<file path="config.mk">
export PLATFORM = sky130hd
export DESIGN_NAME = gmii_frame_gen
export DESIGN_NICKNAME = d
export VERILOG_FILES = /design/src/rtl/gmii_gen_pkg.sv /design/src/rtl/frame_sequencer.sv /design/src/rtl/fcs_inserter.sv /design/src/rtl/gmii_rx_driver.sv /design/src/rtl/gmii_frame_gen.sv
export VERILOG_INCLUDE_DIRS = /design/src /design/src/rtl
export SDC_FILE = /design/constraint.sdc
export NUM_CORES = 1
export LEC_CHECK = 0
export ABC_AREA = 1
export CAP_MARGIN = 0
export CORE_ASPECT_RATIO = 2
export CORE_MARGIN = 2
export CORE_UTILIZATION = 45
export DETAILED_ROUTE_END_ITERATION = 8
export DONT_BUFFER_PORTS = 1
export GPL_ROUTABILITY_DRIVEN = 0
export PLACE_DENSITY = 0.63
export SETUP_SLACK_MARGIN = 0.4
export SYNTH_ARGS = -nofsm -noshare
export SYNTH_HDL_FRONTEND = slang
export SYNTH_HIERARCHICAL = 1
export SYNTH_SLANG_ARGS = --single-unit
</file>
<file path="constraint.sdc">
create_clock -name rx_clk_gen -period 5.2 [get_ports rx_clk_gen]
set_input_delay 0.26 -clock rx_clk_gen [delete_from_list [all_inputs] [get_ports rx_clk_gen]]
set_output_delay 0.26 -clock rx_clk_gen [all_outputs]
set_load 0.02 [all_outputs]
</file>
<file path="src/rtl/gmii_gen_defines.svh">
`ifndef GMII_GEN_DEFINES_SVH
`define GMII_GEN_DEFINES_SVH

// --------------------------------------------------
// gmii line bytes
// --------------------------------------------------
`define GMII_PREAMBLE_BYTE   8'h55
`define GMII_SFD_BYTE        8'hD5
`define GMII_SFD_ERR_BYTE    8'hF5          // sfd with bit 5 flipped

// --------------------------------------------------
// ethernet framing
// --------------------------------------------------
`define ETH_VLAN_TPID        16'h8100
`define ETH_MAC_BYTES        6
`define ETH_MIN_FRAME_BYTES  60             // dst through last pad byte
`define ETH_FCS_BYTES        4

// crc-32 with reflected input
`define CRC32_POLY           32'h04C11DB7
`define CRC32_INIT           32'hFFFF_FFFF
`define FCS_ERR_INDEX        2              // fcs byte flipped on crc error

`endif

</file>
<file path="src/rtl/gmii_gen_pkg.sv">
package gmii_gen_pkg;

   // --------------------------------------------------
   // frame command captured on start
   // --------------------------------------------------
   typedef struct packed {
      logic        mac_reverse;   // addresses msb byte first
      logic [47:0] dst;
      logic [47:0] src;
      logic [4:0]  prmble_len;
      logic        vlan_en;
      logic [15:0] vlan_ctl;
      logic [15:0] len;           // payload bytes
      logic [15:0] frmtype;       // non-zero replaces len on the wire
      logic [7:0]  cntstart;
      logic [7:0]  cntstep;
      logic [15:0] ipg_len;
      logic        prmbl_err;
      logic        crc_err;
      logic        pad_en;
   } frame_cmd_t;

   // what a stream byte is, for the crc stage
   typedef enum logic [1:0] {
      KIND_PREAMBLE = 2'd0,       // preamble and sfd, outside crc
      KIND_COVERED  = 2'd1,       // header, payload, pad
      KIND_FCS      = 2'd2
   } byte_kind_e;

   // one byte per cycle between stages
   typedef struct packed {
      logic       valid;
      byte_kind_e kind;
      logic [7:0] data;
      logic       first;
      logic       last;
   } gmii_beat_t;

endpackage

</file>
<file path="src/rtl/frame_sequencer.sv">
`include "gmii_gen_defines.svh"

module frame_sequencer (
   input  logic                     rx_clk_gen,
   input  logic                     reset,
   input  logic                     start_i,
   input  gmii_gen_pkg::frame_cmd_t cmd_i,
   output gmii_gen_pkg::gmii_beat_t beat_o,
   output logic                     done_o,
   output logic                     crc_err_o
);
   import gmii_gen_pkg::*;

   // dst, src, tag, length field and the largest payload
   localparam int unsigned POS_LIMIT = 2 * `ETH_MAC_BYTES + 4 + 2 + 65535;

   typedef enum logic [3:0] {
      S_IDLE,
      S_PRMBL,
      S_SFD,
      S_DST,
      S_SRC,
      S_TAG,
      S_LEN,
      S_DATA,
      S_PAD,
      S_FCS,
      S_GAP
   } state_e;

   state_e      state;
   frame_cmd_t  cmd_q;
   logic [15:0] cnt;               // byte counter within a state
   logic [15:0] cnt_inc;
   logic [16:0] pos_cnt;           // from first dst byte
   logic [7:0]  datacnt;           // payload pattern from byte 2 on
   logic        first_pend;
   logic        pad_short;
   logic [2:0]  mac_idx;
   logic [31:0] tag_word;
   logic [15:0] len_field;
   logic        valid_nxt;
   byte_kind_e  kind_nxt;
   logic [7:0]  data_nxt;
   logic        last_nxt;

   assign cnt_inc   = cnt + 16'd1;
   assign pad_short = cmd_q.pad_en && (pos_cnt < 17'(`ETH_MIN_FRAME_BYTES - 1));
   assign mac_idx   = cmd_q.mac_reverse ? 3'(`ETH_MAC_BYTES - 1) - cnt[2:0] : cnt[2:0];
   assign tag_word  = {`ETH_VLAN_TPID, cmd_q.vlan_ctl};
   assign len_field = (cmd_q.frmtype != 16'd0) ? cmd_q.frmtype : cmd_q.len;
   assign crc_err_o = cmd_q.crc_err;

   // --------------------------------------------------
   // command capture and payload counter
   // --------------------------------------------------
   always_ff @(posedge rx_clk_gen)
   begin
      if (state == S_IDLE && start_i)
         cmd_q <= cmd_i;
      if (state == S_DATA)
      begin
         if (cnt == 16'd0)
            datacnt <= cmd_q.cntstart;
         else if (cnt != 16'd1)
            datacnt <= datacnt + cmd_q.cntstep;
      end
   end

   always_ff @(posedge rx_clk_gen or posedge reset)
   begin
      if (reset)
         pos_cnt <= '0;
      else if (state == S_IDLE && start_i)
         pos_cnt <= '0;
      else if (valid_nxt && kind_nxt == KIND_COVERED)
         pos_cnt <= pos_cnt + 17'd1;
   end

   // byte for the current state
   always_comb
   begin
      valid_nxt = 1'b1;
      kind_nxt  = KIND_COVERED;
      data_nxt  = 8'h00;
      last_nxt  = 1'b0;
      case (state)
         S_PRMBL:
         begin
            kind_nxt = KIND_PREAMBLE;
            data_nxt = `GMII_PREAMBLE_BYTE;
         end
         S_SFD:
         begin
            kind_nxt = KIND_PREAMBLE;
            data_nxt = cmd_q.prmbl_err ? `GMII_SFD_ERR_BYTE : `GMII_SFD_BYTE;
         end
         S_DST:  data_nxt = cmd_q.dst[{mac_idx, 3'b000} +: 8];
         S_SRC:  data_nxt = cmd_q.src[{mac_idx, 3'b000} +: 8];
         S_TAG:  data_nxt = tag_word[{~cnt[1:0], 3'b000} +: 8];   // tpid first
         S_LEN:  data_nxt = cnt[0] ? len_field[7:0] : len_field[15:8];
         S_DATA:
         begin
            if (cnt == 16'd0)
               data_nxt = cmd_q.cntstart;
            else if (cnt == 16'd1)
               data_nxt = cmd_q.cntstep;
            else
               data_nxt = datacnt;
         end
         S_PAD:  data_nxt = 8'h00;
         S_FCS:
         begin
            kind_nxt = KIND_FCS;   // filled in downstream
            last_nxt = (cnt_inc == 16'(`ETH_FCS_BYTES));
         end
         default: valid_nxt = 1'b0;
      endcase
   end

   // --------------------------------------------------
   // frame state machine
   // --------------------------------------------------
   always_ff @(posedge rx_clk_gen or posedge reset)
   begin
      if (reset)
      begin
         state      <= S_IDLE;
         cnt        <= '0;
         first_pend <= 1'b0;
         done_o     <= 1'b1;
         beat_o     <= '0;
      end
      else
      begin
         beat_o.valid <= valid_nxt;
         beat_o.kind  <= kind_nxt;
         beat_o.data  <= data_nxt;
         beat_o.first <= first_pend && valid_nxt;
         beat_o.last  <= last_nxt;
         if (valid_nxt)
            first_pend <= 1'b0;
         cnt <= cnt_inc;
         case (state)
            S_IDLE:
            begin
               cnt <= '0;
               if (start_i)
               begin
                  first_pend <= 1'b1;
                  done_o     <= 1'b0;
                  state      <= (cmd_i.prmble_len == 5'd0) ? S_SFD : S_PRMBL;
               end
            end
            S_PRMBL:
            begin
               if (cnt_inc == 16'(cmd_q.prmble_len))
               begin
                  state <= S_SFD;
                  cnt   <= '0;
               end
            end
            S_SFD:
            begin
               state <= S_DST;
               cnt   <= '0;
            end
            S_DST:
            begin
               if (cnt_inc == 16'(`ETH_MAC_BYTES))
               begin
                  state <= S_SRC;
                  cnt   <= '0;
               end
            end
            S_SRC:
            begin
               if (cnt_inc == 16'(`ETH_MAC_BYTES))
               begin
                  state <= cmd_q.vlan_en ? S_TAG : S_LEN;
                  cnt   <= '0;
               end
            end
            S_TAG:
            begin
               if (cnt_inc == 16'd4)   // tpid and tci
               begin
                  state <= S_LEN;
                  cnt   <= '0;
               end
            end
            S_LEN:
            begin
               if (cnt_inc == 16'd2)
               begin
                  cnt <= '0;
                  if (cmd_q.len != 16'd0)
                     state <= S_DATA;
                  else
                     state <= pad_short ? S_PAD : S_FCS;   // empty payload
               end
            end
            S_DATA:
            begin
               if (cnt_inc == cmd_q.len)
               begin
                  state <= pad_short ? S_PAD : S_FCS;
                  cnt   <= '0;
               end
            end
            S_PAD:
            begin
               if (pos_cnt == 17'(`ETH_MIN_FRAME_BYTES - 1))
               begin
                  state <= S_FCS;
                  cnt   <= '0;
               end
            end
            S_FCS:
            begin
               if (cnt_inc == 16'(`ETH_FCS_BYTES))
               begin
                  cnt <= '0;
                  if (cmd_q.ipg_len != 16'd0)
                     state <= S_GAP;
                  else
                  begin
                     state  <= S_IDLE;
                     done_o <= 1'b1;
                  end
               end
            end
            S_GAP:
            begin
               if (cnt_inc == cmd_q.ipg_len)
               begin
                  state  <= S_IDLE;
                  done_o <= 1'b1;
                  cnt    <= '0;
               end
            end
            default: state <= S_IDLE;
         endcase
      end
   end

   a_start_idle : assert property (@(posedge rx_clk_gen) disable iff (reset)
      start_i |-> state == S_IDLE);

   a_pos_limit : assert property (@(posedge rx_clk_gen) disable iff (reset)
      pos_cnt <= 17'(POS_LIMIT));

endmodule

</file>
<file path="src/rtl/fcs_inserter.sv">
`include "gmii_gen_defines.svh"

module fcs_inserter (
   input  logic                     rx_clk_gen,
   input  logic                     reset,
   input  gmii_gen_pkg::gmii_beat_t beat_i,
   input  logic                     crc_err_i,
   output gmii_gen_pkg::gmii_beat_t beat_o
);
   import gmii_gen_pkg::*;

   logic [31:0] crc;
   logic [1:0]  fcs_idx;           // which fcs byte is next
   logic [7:0]  fcs_byte;
   logic        is_fcs;

   // one byte fed lsb first
   function automatic logic [31:0] crc32_byte(input logic [31:0] crc_in,
                                              input logic [7:0]  d);
      logic [31:0] c;
      c = crc_in;
      for (int i = 0; i < 8; i++)
      begin
         if (d[i] ^ c[31])
            c = (c << 1) ^ `CRC32_POLY;
         else
            c = c << 1;
      end
      return c;
   endfunction

   function automatic logic [7:0] bit_rev8(input logic [7:0] b);
      logic [7:0] r;
      for (int i = 0; i < 8; i++)
         r[i] = b[7 - i];
      return r;
   endfunction

   assign is_fcs = beat_i.valid && beat_i.kind == KIND_FCS;

   // complemented crc goes out top byte first with its msb as bit 0
   always_comb
   begin
      fcs_byte = ~bit_rev8(crc[{~fcs_idx, 3'b000} +: 8]);
      if (crc_err_i && fcs_idx == 2'(`FCS_ERR_INDEX))
         fcs_byte = ~fcs_byte;
   end

   always_ff @(posedge rx_clk_gen or posedge reset)
   begin
      if (reset)
      begin
         crc     <= `CRC32_INIT;
         fcs_idx <= '0;
         beat_o  <= '0;
      end
      else
      begin
         if (beat_i.valid && beat_i.first)
         begin
            crc     <= `CRC32_INIT;   // new frame
            fcs_idx <= '0;
         end
         else if (beat_i.valid && beat_i.kind == KIND_COVERED)
            crc <= crc32_byte(crc, beat_i.data);
         if (is_fcs)
            fcs_idx <= fcs_idx + 2'd1;
         beat_o <= beat_i;
         if (is_fcs)
            beat_o.data <= fcs_byte;
      end
   end

   a_fcs_run : assert property (@(posedge rx_clk_gen) disable iff (reset)
      $rose(is_fcs) |-> is_fcs [* `ETH_FCS_BYTES] ##1 !is_fcs);

endmodule

</file>
<file path="src/rtl/gmii_rx_driver.sv">
module gmii_rx_driver (
   input  logic                     rx_clk_gen,
   input  logic                     reset,
   input  gmii_gen_pkg::gmii_beat_t beat_i,
   output logic [7:0]               rxd_o,
   output logic                     rx_dv_o,
   output logic                     rx_er_o,
   output logic                     sop_o,
   output logic                     eop_o
);
   import gmii_gen_pkg::*;

   // --------------------------------------------------
   // gmii pin register
   // --------------------------------------------------
   always_ff @(posedge rx_clk_gen or posedge reset)
   begin
      if (reset)
      begin
         rxd_o   <= 8'h00;
         rx_dv_o <= 1'b0;
         rx_er_o <= 1'b0;
         sop_o   <= 1'b0;
         eop_o   <= 1'b0;
      end
      else
      begin
         rxd_o   <= beat_i.valid ? beat_i.data : 8'h00;   // quiet bus when idle
         rx_dv_o <= beat_i.valid;
         rx_er_o <= 1'b0;                                  // no phy errors generated
         sop_o   <= beat_i.valid && beat_i.first;
         eop_o   <= beat_i.valid && beat_i.last;
      end
   end

   // frame ends with dv high, and at least one idle cycle follows
   a_eop_dv : assert property (@(posedge rx_clk_gen) disable iff (reset)
      eop_o |-> rx_dv_o ##1 !rx_dv_o);

endmodule

</file>
<file path="src/rtl/gmii_frame_gen.sv">
module gmii_frame_gen (
   input  logic                     rx_clk_gen,
   input  logic                     reset,
   input  logic                     start_i,
   input  gmii_gen_pkg::frame_cmd_t cmd_i,
   output logic [7:0]               rxd_o,
   output logic                     rx_dv_o,
   output logic                     rx_er_o,
   output logic                     sop_o,
   output logic                     eop_o,
   output logic                     done_o
);
   import gmii_gen_pkg::*;

   gmii_beat_t seq_beat;           // sequencer to crc stage
   gmii_beat_t fcs_beat;           // crc stage to pins
   logic       seq_crc_err;

   frame_sequencer u_frame_sequencer (
      .rx_clk_gen (rx_clk_gen),
      .reset      (reset),
      .start_i    (start_i),
      .cmd_i      (cmd_i),
      .beat_o     (seq_beat),
      .done_o     (done_o),
      .crc_err_o  (seq_crc_err)
   );

   fcs_inserter u_fcs_inserter (
      .rx_clk_gen (rx_clk_gen),
      .reset      (reset),
      .beat_i     (seq_beat),
      .crc_err_i  (seq_crc_err),
      .beat_o     (fcs_beat)
   );

   gmii_rx_driver u_gmii_rx_driver (
      .rx_clk_gen (rx_clk_gen),
      .reset      (reset),
      .beat_i     (fcs_beat),
      .rxd_o      (rxd_o),
      .rx_dv_o    (rx_dv_o),
      .rx_er_o    (rx_er_o),
      .sop_o      (sop_o),
      .eop_o      (eop_o)
   );

endmodule

</file>
# --- Word-level counts from Yosys, hierarchy flattened ---
# Cells that the tools add are included.
totals:
  regBits: 302
  latch_bits: 0
  mem_bits_rw: 0
  romBits: 0
  output_inout_bits: 13
  elab_cells: 203
  n_memories: 0
classes:
  n_addsub: 5
  mul: 0
  div: 0
  order_cmp: 1
  eq_ne: 34
  n_shift: 4
  muxes: 75
  bitwise: 20
  n_reduce_logical: 29
ops:
  columns: ["op", "n"]
  rows:
  - ["32-bit two-way mux", 16]
  - ["27-bit two-way mux", 8]
  - ["16-bit two-way mux", 8]
  - ["16-bit one-hot mux with 8 select lines", 1]
  - ["14-bit NOT", 8]
  - ["48-bit by 7-bit variable part select with 8-bit output", 2]
  - ["8-bit two-way mux", 8]
  - ["32-bit by 6-bit variable part select with 8-bit output", 2]
  - ["8-bit one-hot mux with 7 select lines", 1]
  - ["4-bit two-way mux", 12]
  - ["16-bit nonzero test", 3]
  - ["4-bit one-hot mux with 11 select lines", 1]
  - ["17-bit two-way mux", 2]
  - ["16-bit == test", 2]
  - ["16-bit by 3-bit == test with 1-bit output (second input constant)", 2]
  - ["17-bit by 1-bit adder with 17-bit output (second input constant)", 1]
  - ["17-bit by 6-bit == test with 1-bit output (second input constant)", 1]
  - ["17-bit by 6-bit < comparator with 1-bit output (second input constant)", 1]
  - ["16-bit by 1-bit adder with 16-bit output (second input constant)", 1]
  - ["16-bit by 1-bit == test with 1-bit output (second input constant)", 1]
  - ["16-bit by 2-bit == test with 1-bit output (second input constant)", 1]
  - ["16-bit by 5-bit == test with 1-bit output", 1]
  - ["4-bit by 3-bit == test with 1-bit output (second input constant)", 4]
  - ["16-bit zero test", 1]
  - ["other kinds (30)", 80]

# --- Depth between registers and ports, before layout ---
# Gate-level depths: netlist (run 1).
depth:
  depth_word: 32
  depth_mapped: 17
  mapped_depth_nobuf: 16

# --- Cells and area by module ---
# The synthesis (run 1) kept the hierarchy.
modules_own_cells:
  columns: ["mod", "instances", "cells_per_inst", "area_per_inst_um2", "seq_area_each_um2"]
  rows:
  - ["frame_sequencer", 1, 1149, 11417.2, 7128.1]
  - ["fcs_inserter", 1, 459, 3342.0, 1216.2]
  - ["gmii_rx_driver", 1, 35, 376.6, 275.3]

# --- Least setup slack after synthesis (run 1) ---
# OpenSTA, ideal clock, no wires.
synth_timing:
  path_type: "flip-flop to flip-flop"
  startpoint: "register u_frame_sequencer.state[0]"
  endpoint: "register u_frame_sequencer/cmd_q[0] (netlist bit) (enable)"
  arrival_ps: 4582
  setup_slack_ps: 76
  stages_incl_launch_ff: 6
  n_path_buf: 0
  synth_period_minus_slack_ps: 5124
  cell_sequence: "dfrtp_1 nor2_1 inv_1 nor2_1 nand2_1 inv_1"
synth_via:
  elab_chain_len: 2
synth_rtl:
  columns: ["element", "line", "source"]
  rows:
  - ["from (decl)", "frame_sequencer.sv:31", "state_e state;"]
  - ["from (signal assigned)", "frame_sequencer.sv:152", "state <= (cmd_i.prmble_len == 5'd0) ? S_SFD : S_PRMBL;"]
  - ["from (signal assigned)", "frame_sequencer.sv:180", "state <= cmd_q.vlan_en ? S_TAG : S_LEN;"]
  - ["from (signal assigned)", "frame_sequencer.sv:200", "state <= pad_short ? S_PAD : S_FCS;"]
  - ["4-bit zero test", "frame_sequencer.sv:59", "if (state == S_IDLE && start_i)"]
  - ["1-bit logical AND", "frame_sequencer.sv:59", null]
  - ["to (signal assigned)", "frame_sequencer.sv:60", "cmd_q <= cmd_i;"]
  - ["to (decl)", "frame_sequencer.sv:32", "frame_cmd_t cmd_q;"]
# No other way between the ends.
# A chain may end at the register's enable or synchronous reset.

# --- Worst setup path after layout (run 1) ---
layout_timing:
  startpoint: "register u_frame_sequencer.cnt[1]"
  endpoint: "register u_frame_sequencer.cnt[1]"
layout_via:
  elab_chain_len: 4
layout_rtl:
  columns: ["element", "line", "source"]
  rows:
  - ["from (decl)", "frame_sequencer.sv:33", "logic [15:0] cnt;"]
  - ["from (signal assigned)", "frame_sequencer.sv:143", "cnt <= cnt_inc;"]
  - ["16-bit by 1-bit adder with 16-bit output (*)", "frame_sequencer.sv:47", "assign cnt_inc = cnt + 16'd1;"]
  - ["16-bit == test, or another cell as far along", "frame_sequencer.sv:235", "if (cnt_inc == cmd_q.ipg_len)"]
  - ["16-bit two-way mux, or another cell as far along", "frame_sequencer.sv:235", null]
  - ["16-bit one-hot mux with 8 select lines (*)", "frame_sequencer.sv:144", "case (state)"]
# Mark *: on every way between the ends. The rest lies on a longest branch, timed or not.

==> results of run 1 <==
==> through the flow <==
step / utilization [%] / hold WS, ns
final: 56.0 / 0.0600
after global routing: 56.0 / 0.0722
after CTS: 56.0 / 0.0523
after detailed placement: 47.2 / 0.0343
after global placement: 47.2 / 0.0286
after floorplan: - / 0.112
==> path summary, 6_finish.rpt <==
path	from	slack [ns]	depth (start not counted)	endpoint
min in group rx_clk_gen	start_i	0.13	5	u_frame_sequencer/done_o
setup reg to reg	u_frame_sequencer/cnt[1]	1.87	14	u_frame_sequencer/cnt[1]
hold / removal	reset	0.06	2	u_fcs_inserter/beat_o[1]
setup / recovery	u_frame_sequencer/cnt[1]	1.87	14	u_frame_sequencer/cnt[1]
hold reg to reg	u_frame_sequencer/beat_o[0]	0.39	0	u_fcs_inserter/beat_o[0]
max in group asynchronous	reset	4.32	3	u_frame_sequencer/pos_cnt[11]
==> state kept, by name (all words and copies together) (netlist names) <==
| register | flops |
|---|---|
| u_frame_sequencer/pos_cnt | 17 |
| u_gmii_rx_driver/rxd_o | 8 |
| u_frame_sequencer/datacnt | 8 |
| u_gmii_rx_driver/rx_dv_o | 1 |
| u_fcs_inserter/beat_o | 11 |
| u_frame_sequencer/cnt | 16 |
| u_fcs_inserter/fcs_idx | 2 |
| u_frame_sequencer/cmd_q | 185 |
| u_frame_sequencer/state | 4 |
| u_fcs_inserter/crc | 32 |
| u_frame_sequencer/first_pend | 1 |
| u_gmii_rx_driver/sop_o | 1 |
| u_gmii_rx_driver/eop_o | 1 |
| u_frame_sequencer/done_o | 1 |
| u_frame_sequencer/crc_err_o | 1 |
| u_frame_sequencer/beat_o | 13 |
==> area by class of cell <==
class / count / share of cell area [%]
repair buffers: 198 / 10.7
clock buffers: 36 / 4.32
multi-input cells: 1092 / 30.2
flip-flops and latches: 302 / 46.5
well taps: 432 / 2.93
clock inverters: 18 / 1.12
inverters: 206 / 4.24
==> routing by layer <==
metal,track usage (%),vias to the layer above
li1,-,5848
met1,23.9,5867
met2,48.3,558
met3,3.38,170
met4,18.8,0
met5,0,-
==> power by group through the flow <==
stage / Sequential [uW] / Combinational, uW / Clock, uW
6_report: 3810 / 4740 / 2220
5_1_grt: 3870 / 5240 / 2360
4_1_cts: 3810 / 4670 / 2250
3_5_place_dp: 3850 / 4540 / 0
3_3_place_gp: 3840 / 4460 / 0
2_1_floorplan: 3710 / 3470 / 0
==> placed cells by master, fill, tap and decap left out, types with 25 or more instances in the layout <==
cell type      instances
nor2_1               129
dfrtp_1               75
nand2_1              428
edfxtp_1             194
o21ai_0               84
nand4_1               39
nand3_1              117
dfstp_2               33
inv_1                190
clkbuf_16             30
o22ai_1               25
a21oi_1               59
xor2_1                39
dlygate4sd3_1        187
==> flow_metrics.py, run 1 <==
metrics = {
    "pwr": {
        "p_sw_share_pct": 43.1,
        "p_sw_uw": 4640,
        "leakagePower_uw": 0.00790,
        "p_int_uw": 6130,
        "combPwrFrac_pct": 44.0,
        "p_total_uw": 10800,
        "seq_power_share_pct": 35.4,
        "ir_worst_vdd_v": 0.000458,
        "p_per_area_nw_per_um2": 585,
        "clockPowerShare_pct": 20.6,
    },
    "timing": {
        "report.final.slew_viol_count": 0,
        "period_share_pct": 64.1,
        "rsz0062_at_grt": "no",
        "tightest_slew_ns": 1.02,
        "setup_slack_ns": 1.87,
        "setup-violations-final": 0,
        "slew_headroom_pct": 32.2,
        "fmax_ghz": 0.300,
        "fin_skew_ns": 0.0391,
        "setup_tns_ns": 0,
        "layout_min_cycle_time_ns": 3.33,
        "hold_viol_final": 0,
    },
    "routing": {
        "dr.pass1.iters": 6,
        "highest_layer": "met4",
        "wl_per_cell_um": 19.5,
        "wl_met1_um": 14200,
        "wirelength_um": 44500,
        "dr_total_vias": 12400,
        "routed-wl-met3_um": 2270,
        "wl_met2_um": 24200,
        "drtIter0Drc": 909,
        "routed_via_density": 5.45,
        "post-route-drc-count": 0,
        "ant_nets": 0,
    },
    "worst_setup_path": {
        "path_buf_inv": 1,
        "cpMostUsedCell": "nand2_1",
        "cp.required_ns": 5.63,
        "crit_fanout": 16,
        "endpoint_kind": "register",
        "cp.arrival_ns": 3.76,
        "cp-start-kind": "register",
        "cp_top_family": "simple AND/OR/NAND/NOR gates",
        "crit_type": "register to register",
        "cpMaxStageDelayCell": "dfrtp_1",
        "worstPathCellList": "ha_1 -> nand2_1 -> nor2_4 -> nand3_1 -> nand2_1 -> inv_1 -> nand2_1 -> nand4_1 -> nor2_1 -> nand3_1 -> nand2_2 -> nand2_4 -> nor2_4 -> nor2_1",
        "cpPeakStageDelay_ns": 0.77,
    },
    "worst_hold_path": {
        "hp-class": "input port to async pin",
    },
    "floorplan": {
        "row_count": 94,
        "dieArea_um2": 35100,
        "start_util_pct": 45.8,
        "chipWidth_um": 133,
        "ioPinCount": 202,
        "die_y_um": 263,
        "core-area_um2": 32900,
    },
    "clock_tree": {
        "cts_tree": "built",
        "cts-root-buf": "clkbuf_16",
        "ctsHoldBuffers": 187,
        "clk-insertion-delay-late_ns": 0.59,
        "clkTransAtPathRegs_ns": 0.07,
        "htree_num_levels": 1,
        "numCtsBuffers": 29,
        "clock_path_buffers": 3,
        "cts_setup_buffers": 0,
        "ctsResizeCount": 0,
        "cts.sinks": 302,
    },
    "layout": {
        "final_cell_count_no_fill": 2284,
        "finish.net_count": 2032,
        "final_layout_size_suffix_gt1_share_pct": 9.83,
        "num_antenna_cells": 0,
        "ff_latch_area_um2": 8570,
        "design_area_um2": 18400,
        "syn_to_final_growth_pct": 22.2,
        "multi_input_area_um2": 5570,
        "nFillCells": 2822,
    },
    "run_status": {
        "status": "finished clean",
    },
    "placement": {
        "portBuffers": 0,
        "dpl.cell_count": 2043,
        "dpl.hpwl_um": 31900,
        "place_ws_ns": 1.90,
        "placed_area_um2": 15600,
    },
    "logic_synthesis": {
        "yosys_warnings": 6,
        "syn_area_um2": 15100,
        "syn_nets": 1844,
        "synthCells": 1641,
        "postSynthAreaPerCell_um2": 9.19,
    },
    "global_routing": {
        "grt_max_degree": 183,
        "overflow": 0,
        "antenna_found_initial": 0,
        "grtUsageTotal_pct": 25.3,
        "grt_pass1_wl_um": 68600,
        "first_global_vias": 12800,
    },
    "run": {
        "max_cap_viol_count": 0,
    },
}
(Power assumes the default switching activity.)
==> inputs of run 2 (changes only) <==
clock period = 2.9 ns   (was 5.2 ns; I/O delays follow)
==> flow_metrics.py, run 2 (synthesis gave the netlist of run 1 again) <==
metrics = {
    "placement": {
        "place_ws_ns": 0.191,
        "dpl.hpwl_um": 32200,
        "dpl.cell_count": 2075,
        "portBuffers": 0,
    },
    "timing": {
        "fmax_ghz": 0.385,
        "hold_viol_final": 0,
        "fin_skew_ns": 0.0253,
        "tightest_slew_ns": 0.866,
        "setup-violations-final": 0,
        "report.final.slew_viol_count": 0,
        "layout_min_cycle_time_ns": 2.59,
        "slew_headroom_pct": 42.3,
        "period_share_pct": 89.5,
        "setup_slack_ns": 0.305,
        "rsz0062_at_grt": "yes",
    },
    "layout": {
        "final_cell_count_no_fill": 2336,
        "final_cell_mix": "nand2_1 (406), edfxtp_1 (194), dlygate4sd3_1 (188)",
        "mostFrequentLayoutCell": "nand2_1",
        "finish.net_count": 2083,
        "final_layout_size_suffix_gt1_share_pct": 15.8,
        "top_regs": "u_frame_sequencer/cmd_q x185, u_fcs_inserter/crc x32, u_frame_sequencer/pos_cnt x17",
        "syn_to_final_growth_pct": 27.7,
        "nFillCells": 2762,
        "largest_reg_flops": 185,
        "top_register": "u_frame_sequencer/cmd_q",
    },
    "worst_setup_path": {
        "reg2reg_slack_ns": 0.31,
        "r2r_end": "u_frame_sequencer/cnt[10]",
        "cp.arrival_ns": 3.06,
        "r2r.worst_path.cells": 15,
        "crit_fanout": 8,
        "cp-start-kind": "register",
        "regToRegStartpoint": "u_frame_sequencer/cnt[1]",
        "endpoint_kind": "register",
        "crit_type": "register to register",
        "cp.required_ns": 3.36,
    },
    "routing": {
        "wirelength_um": 46000,
        "ant_nets": 0,
        "drtIter0Drc": 898,
        "dr.pass1.iters": 6,
        "dr_total_vias": 12700,
        "routed_via_density": 5.44,
        "wl_per_cell_um": 19.7,
        "post-route-drc-count": 0,
    },
    "worst_hold_path": {
        "worstHoldStart": "cmd_i[85]",
        "min_path_cells": 5,
        "min_to": "u_frame_sequencer/state[1]",
        "hp-class": "input port to register",
    },
    "global_routing": {
        "grt_pass1_wl_um": 69400,
        "overflow": 0,
        "first_global_vias": 13100,
        "grt_max_degree": 53,
        "grtUsageTotal_pct": 25.5,
        "antenna_found_initial": 1,
    },
    "clock_tree": {
        "cts-root-buf": "clkbuf_16",
        "cts.sinks": 302,
        "clock_path_buffers": 3,
        "clk-insertion-delay-late_ns": 0.59,
        "numCtsBuffers": 29,
        "htree_num_levels": 1,
        "clkTransAtPathRegs_ns": 0.07,
        "cts_tree": "built",
    },
    "run": {
        "max_cap_viol_count": 0,
    },
    "floorplan": {
        "die_y_um": 263,
        "core-area_um2": 32900,
        "chipWidth_um": 133,
        "start_util_pct": 45.8,
        "ioPinCount": 202,
        "dieArea_um2": 35100,
        "row_count": 94,
    },
    "run_status": {
        "status": "finished clean",
    },
    "pwr": {
        "ir_worst_vdd_v": 0.000888,
        "leakagePower_uw": 0.00817,
        "p_per_area_nw_per_um2": 1040,
    },
}
[run 2: cell count changes in the layout (fill, tap and decap cells not counted), moves of 7 or more]
cell | previous run | this run
buf_12 | 1 | 8
buf_4 | 10 | 50
nand2_1 | 428 | 406
nand2_2 | 24 | 41
nand3_1 | 117 | 107
nand3_2 | 3 | 10
nor2_1 | 129 | 113
nor2_4 | 4 | 15
[run 2: stage by stage]
stage | total power, uW | hold WS, ns | area [um2] | TNS [ns] | util [%]
3_3_place_gp | 15100 | 0.0466 | 15900 | 0 | 48.1
6_report | 20100 | 0.0604 | 19300 | 0 | 58.5
3_5_place_dp | 15300 | 0.0555 | 15900 | 0 | 48.1
5_1_grt | 21300 | 0.109 | 19300 | 0 | 58.5
4_1_cts | 19500 | 0.00496 | 18800 | 0 | 57.0
2_1_floorplan | 12900 | -0.00256 | 15100 | -188.97 | -
[run 2: what timing repair did]
item | in CTS | in global routing
gates cloned | 0 | 2
setup buffers | 2 | 14
endpoints found under the setup margin | 27 | 33
pin swaps | 2 | 36
resized for setup | 19 | 77
hold buffers | 188 | 0
endpoints found under the hold margin | 291 | 0
[run 2: area by class of cell]
class / count / area [um2] / share of cell area (%)
inverters: 206 / 791 / 4.11
flip-flops and latches: 302 / 8580 / 44.5
multi-input cells: 1093 / 5930 / 30.8
diodes: 1 / 2.50 / 0.0130
well taps: 432 / 541 / 2.81
repair buffers: 248 / 2450 / 12.7
clock inverters: 23 / 226 / 1.18
clock buffers: 31 / 733 / 3.81
[run 2: worst max-delay path by stage]
stage,start,to,slack (ns),depth (start not counted)
3_5_place_dp,u_frame_sequencer/cnt[2],u_frame_sequencer/cnt[12],0.19,14
4_1_cts,u_frame_sequencer/state[1],u_frame_sequencer/pos_cnt[14],0.41,15
6_report,u_frame_sequencer/cnt[1],u_frame_sequencer/cnt[10],0.31,15
3_3_place_gp,u_frame_sequencer/cnt[2],u_frame_sequencer/cnt[11],0.22,14
5_1_grt,u_frame_sequencer/cnt[4],u_frame_sequencer/cnt[3],0.25,12
2_1_floorplan,u_frame_sequencer/state[1],u_frame_sequencer/cmd_q[0],-1.0,5
[run 2: routing by layer]
layer | vias to the layer above | wire length (um) | GRT usage, %
met3 | 191 | 2460 | 3.55
met1 | 5976 | 14500 | 24.5
met4 | 0 | 4000 | 19.4
li1 | 5965 | - | -
met2 | 585 | 25000 | 47.9
met5 | - | 0 | 0
[run 2: worst max-delay path: stages (launching register included)]
cell and delay [ns]:
dfrtp_2 0.46, ha_4 0.23, nand2_4 0.06, nor2_4 0.19, nand2_1 0.08, nand2_1 0.08, nand2_2 0.09, nor2_4 0.11
nand2_2 0.07, nor2_4 0.17, nand3_2 0.12, a21oi_2 0.15, nand4_1 0.16, nor2_4 0.25, buf_12 0.19, nor2_1 0.05
[run 2: where the power goes]
part,internal (uW),switching (uW)
Clock,2120,1750
Combinational,3270,6150
Sequential,6030,785
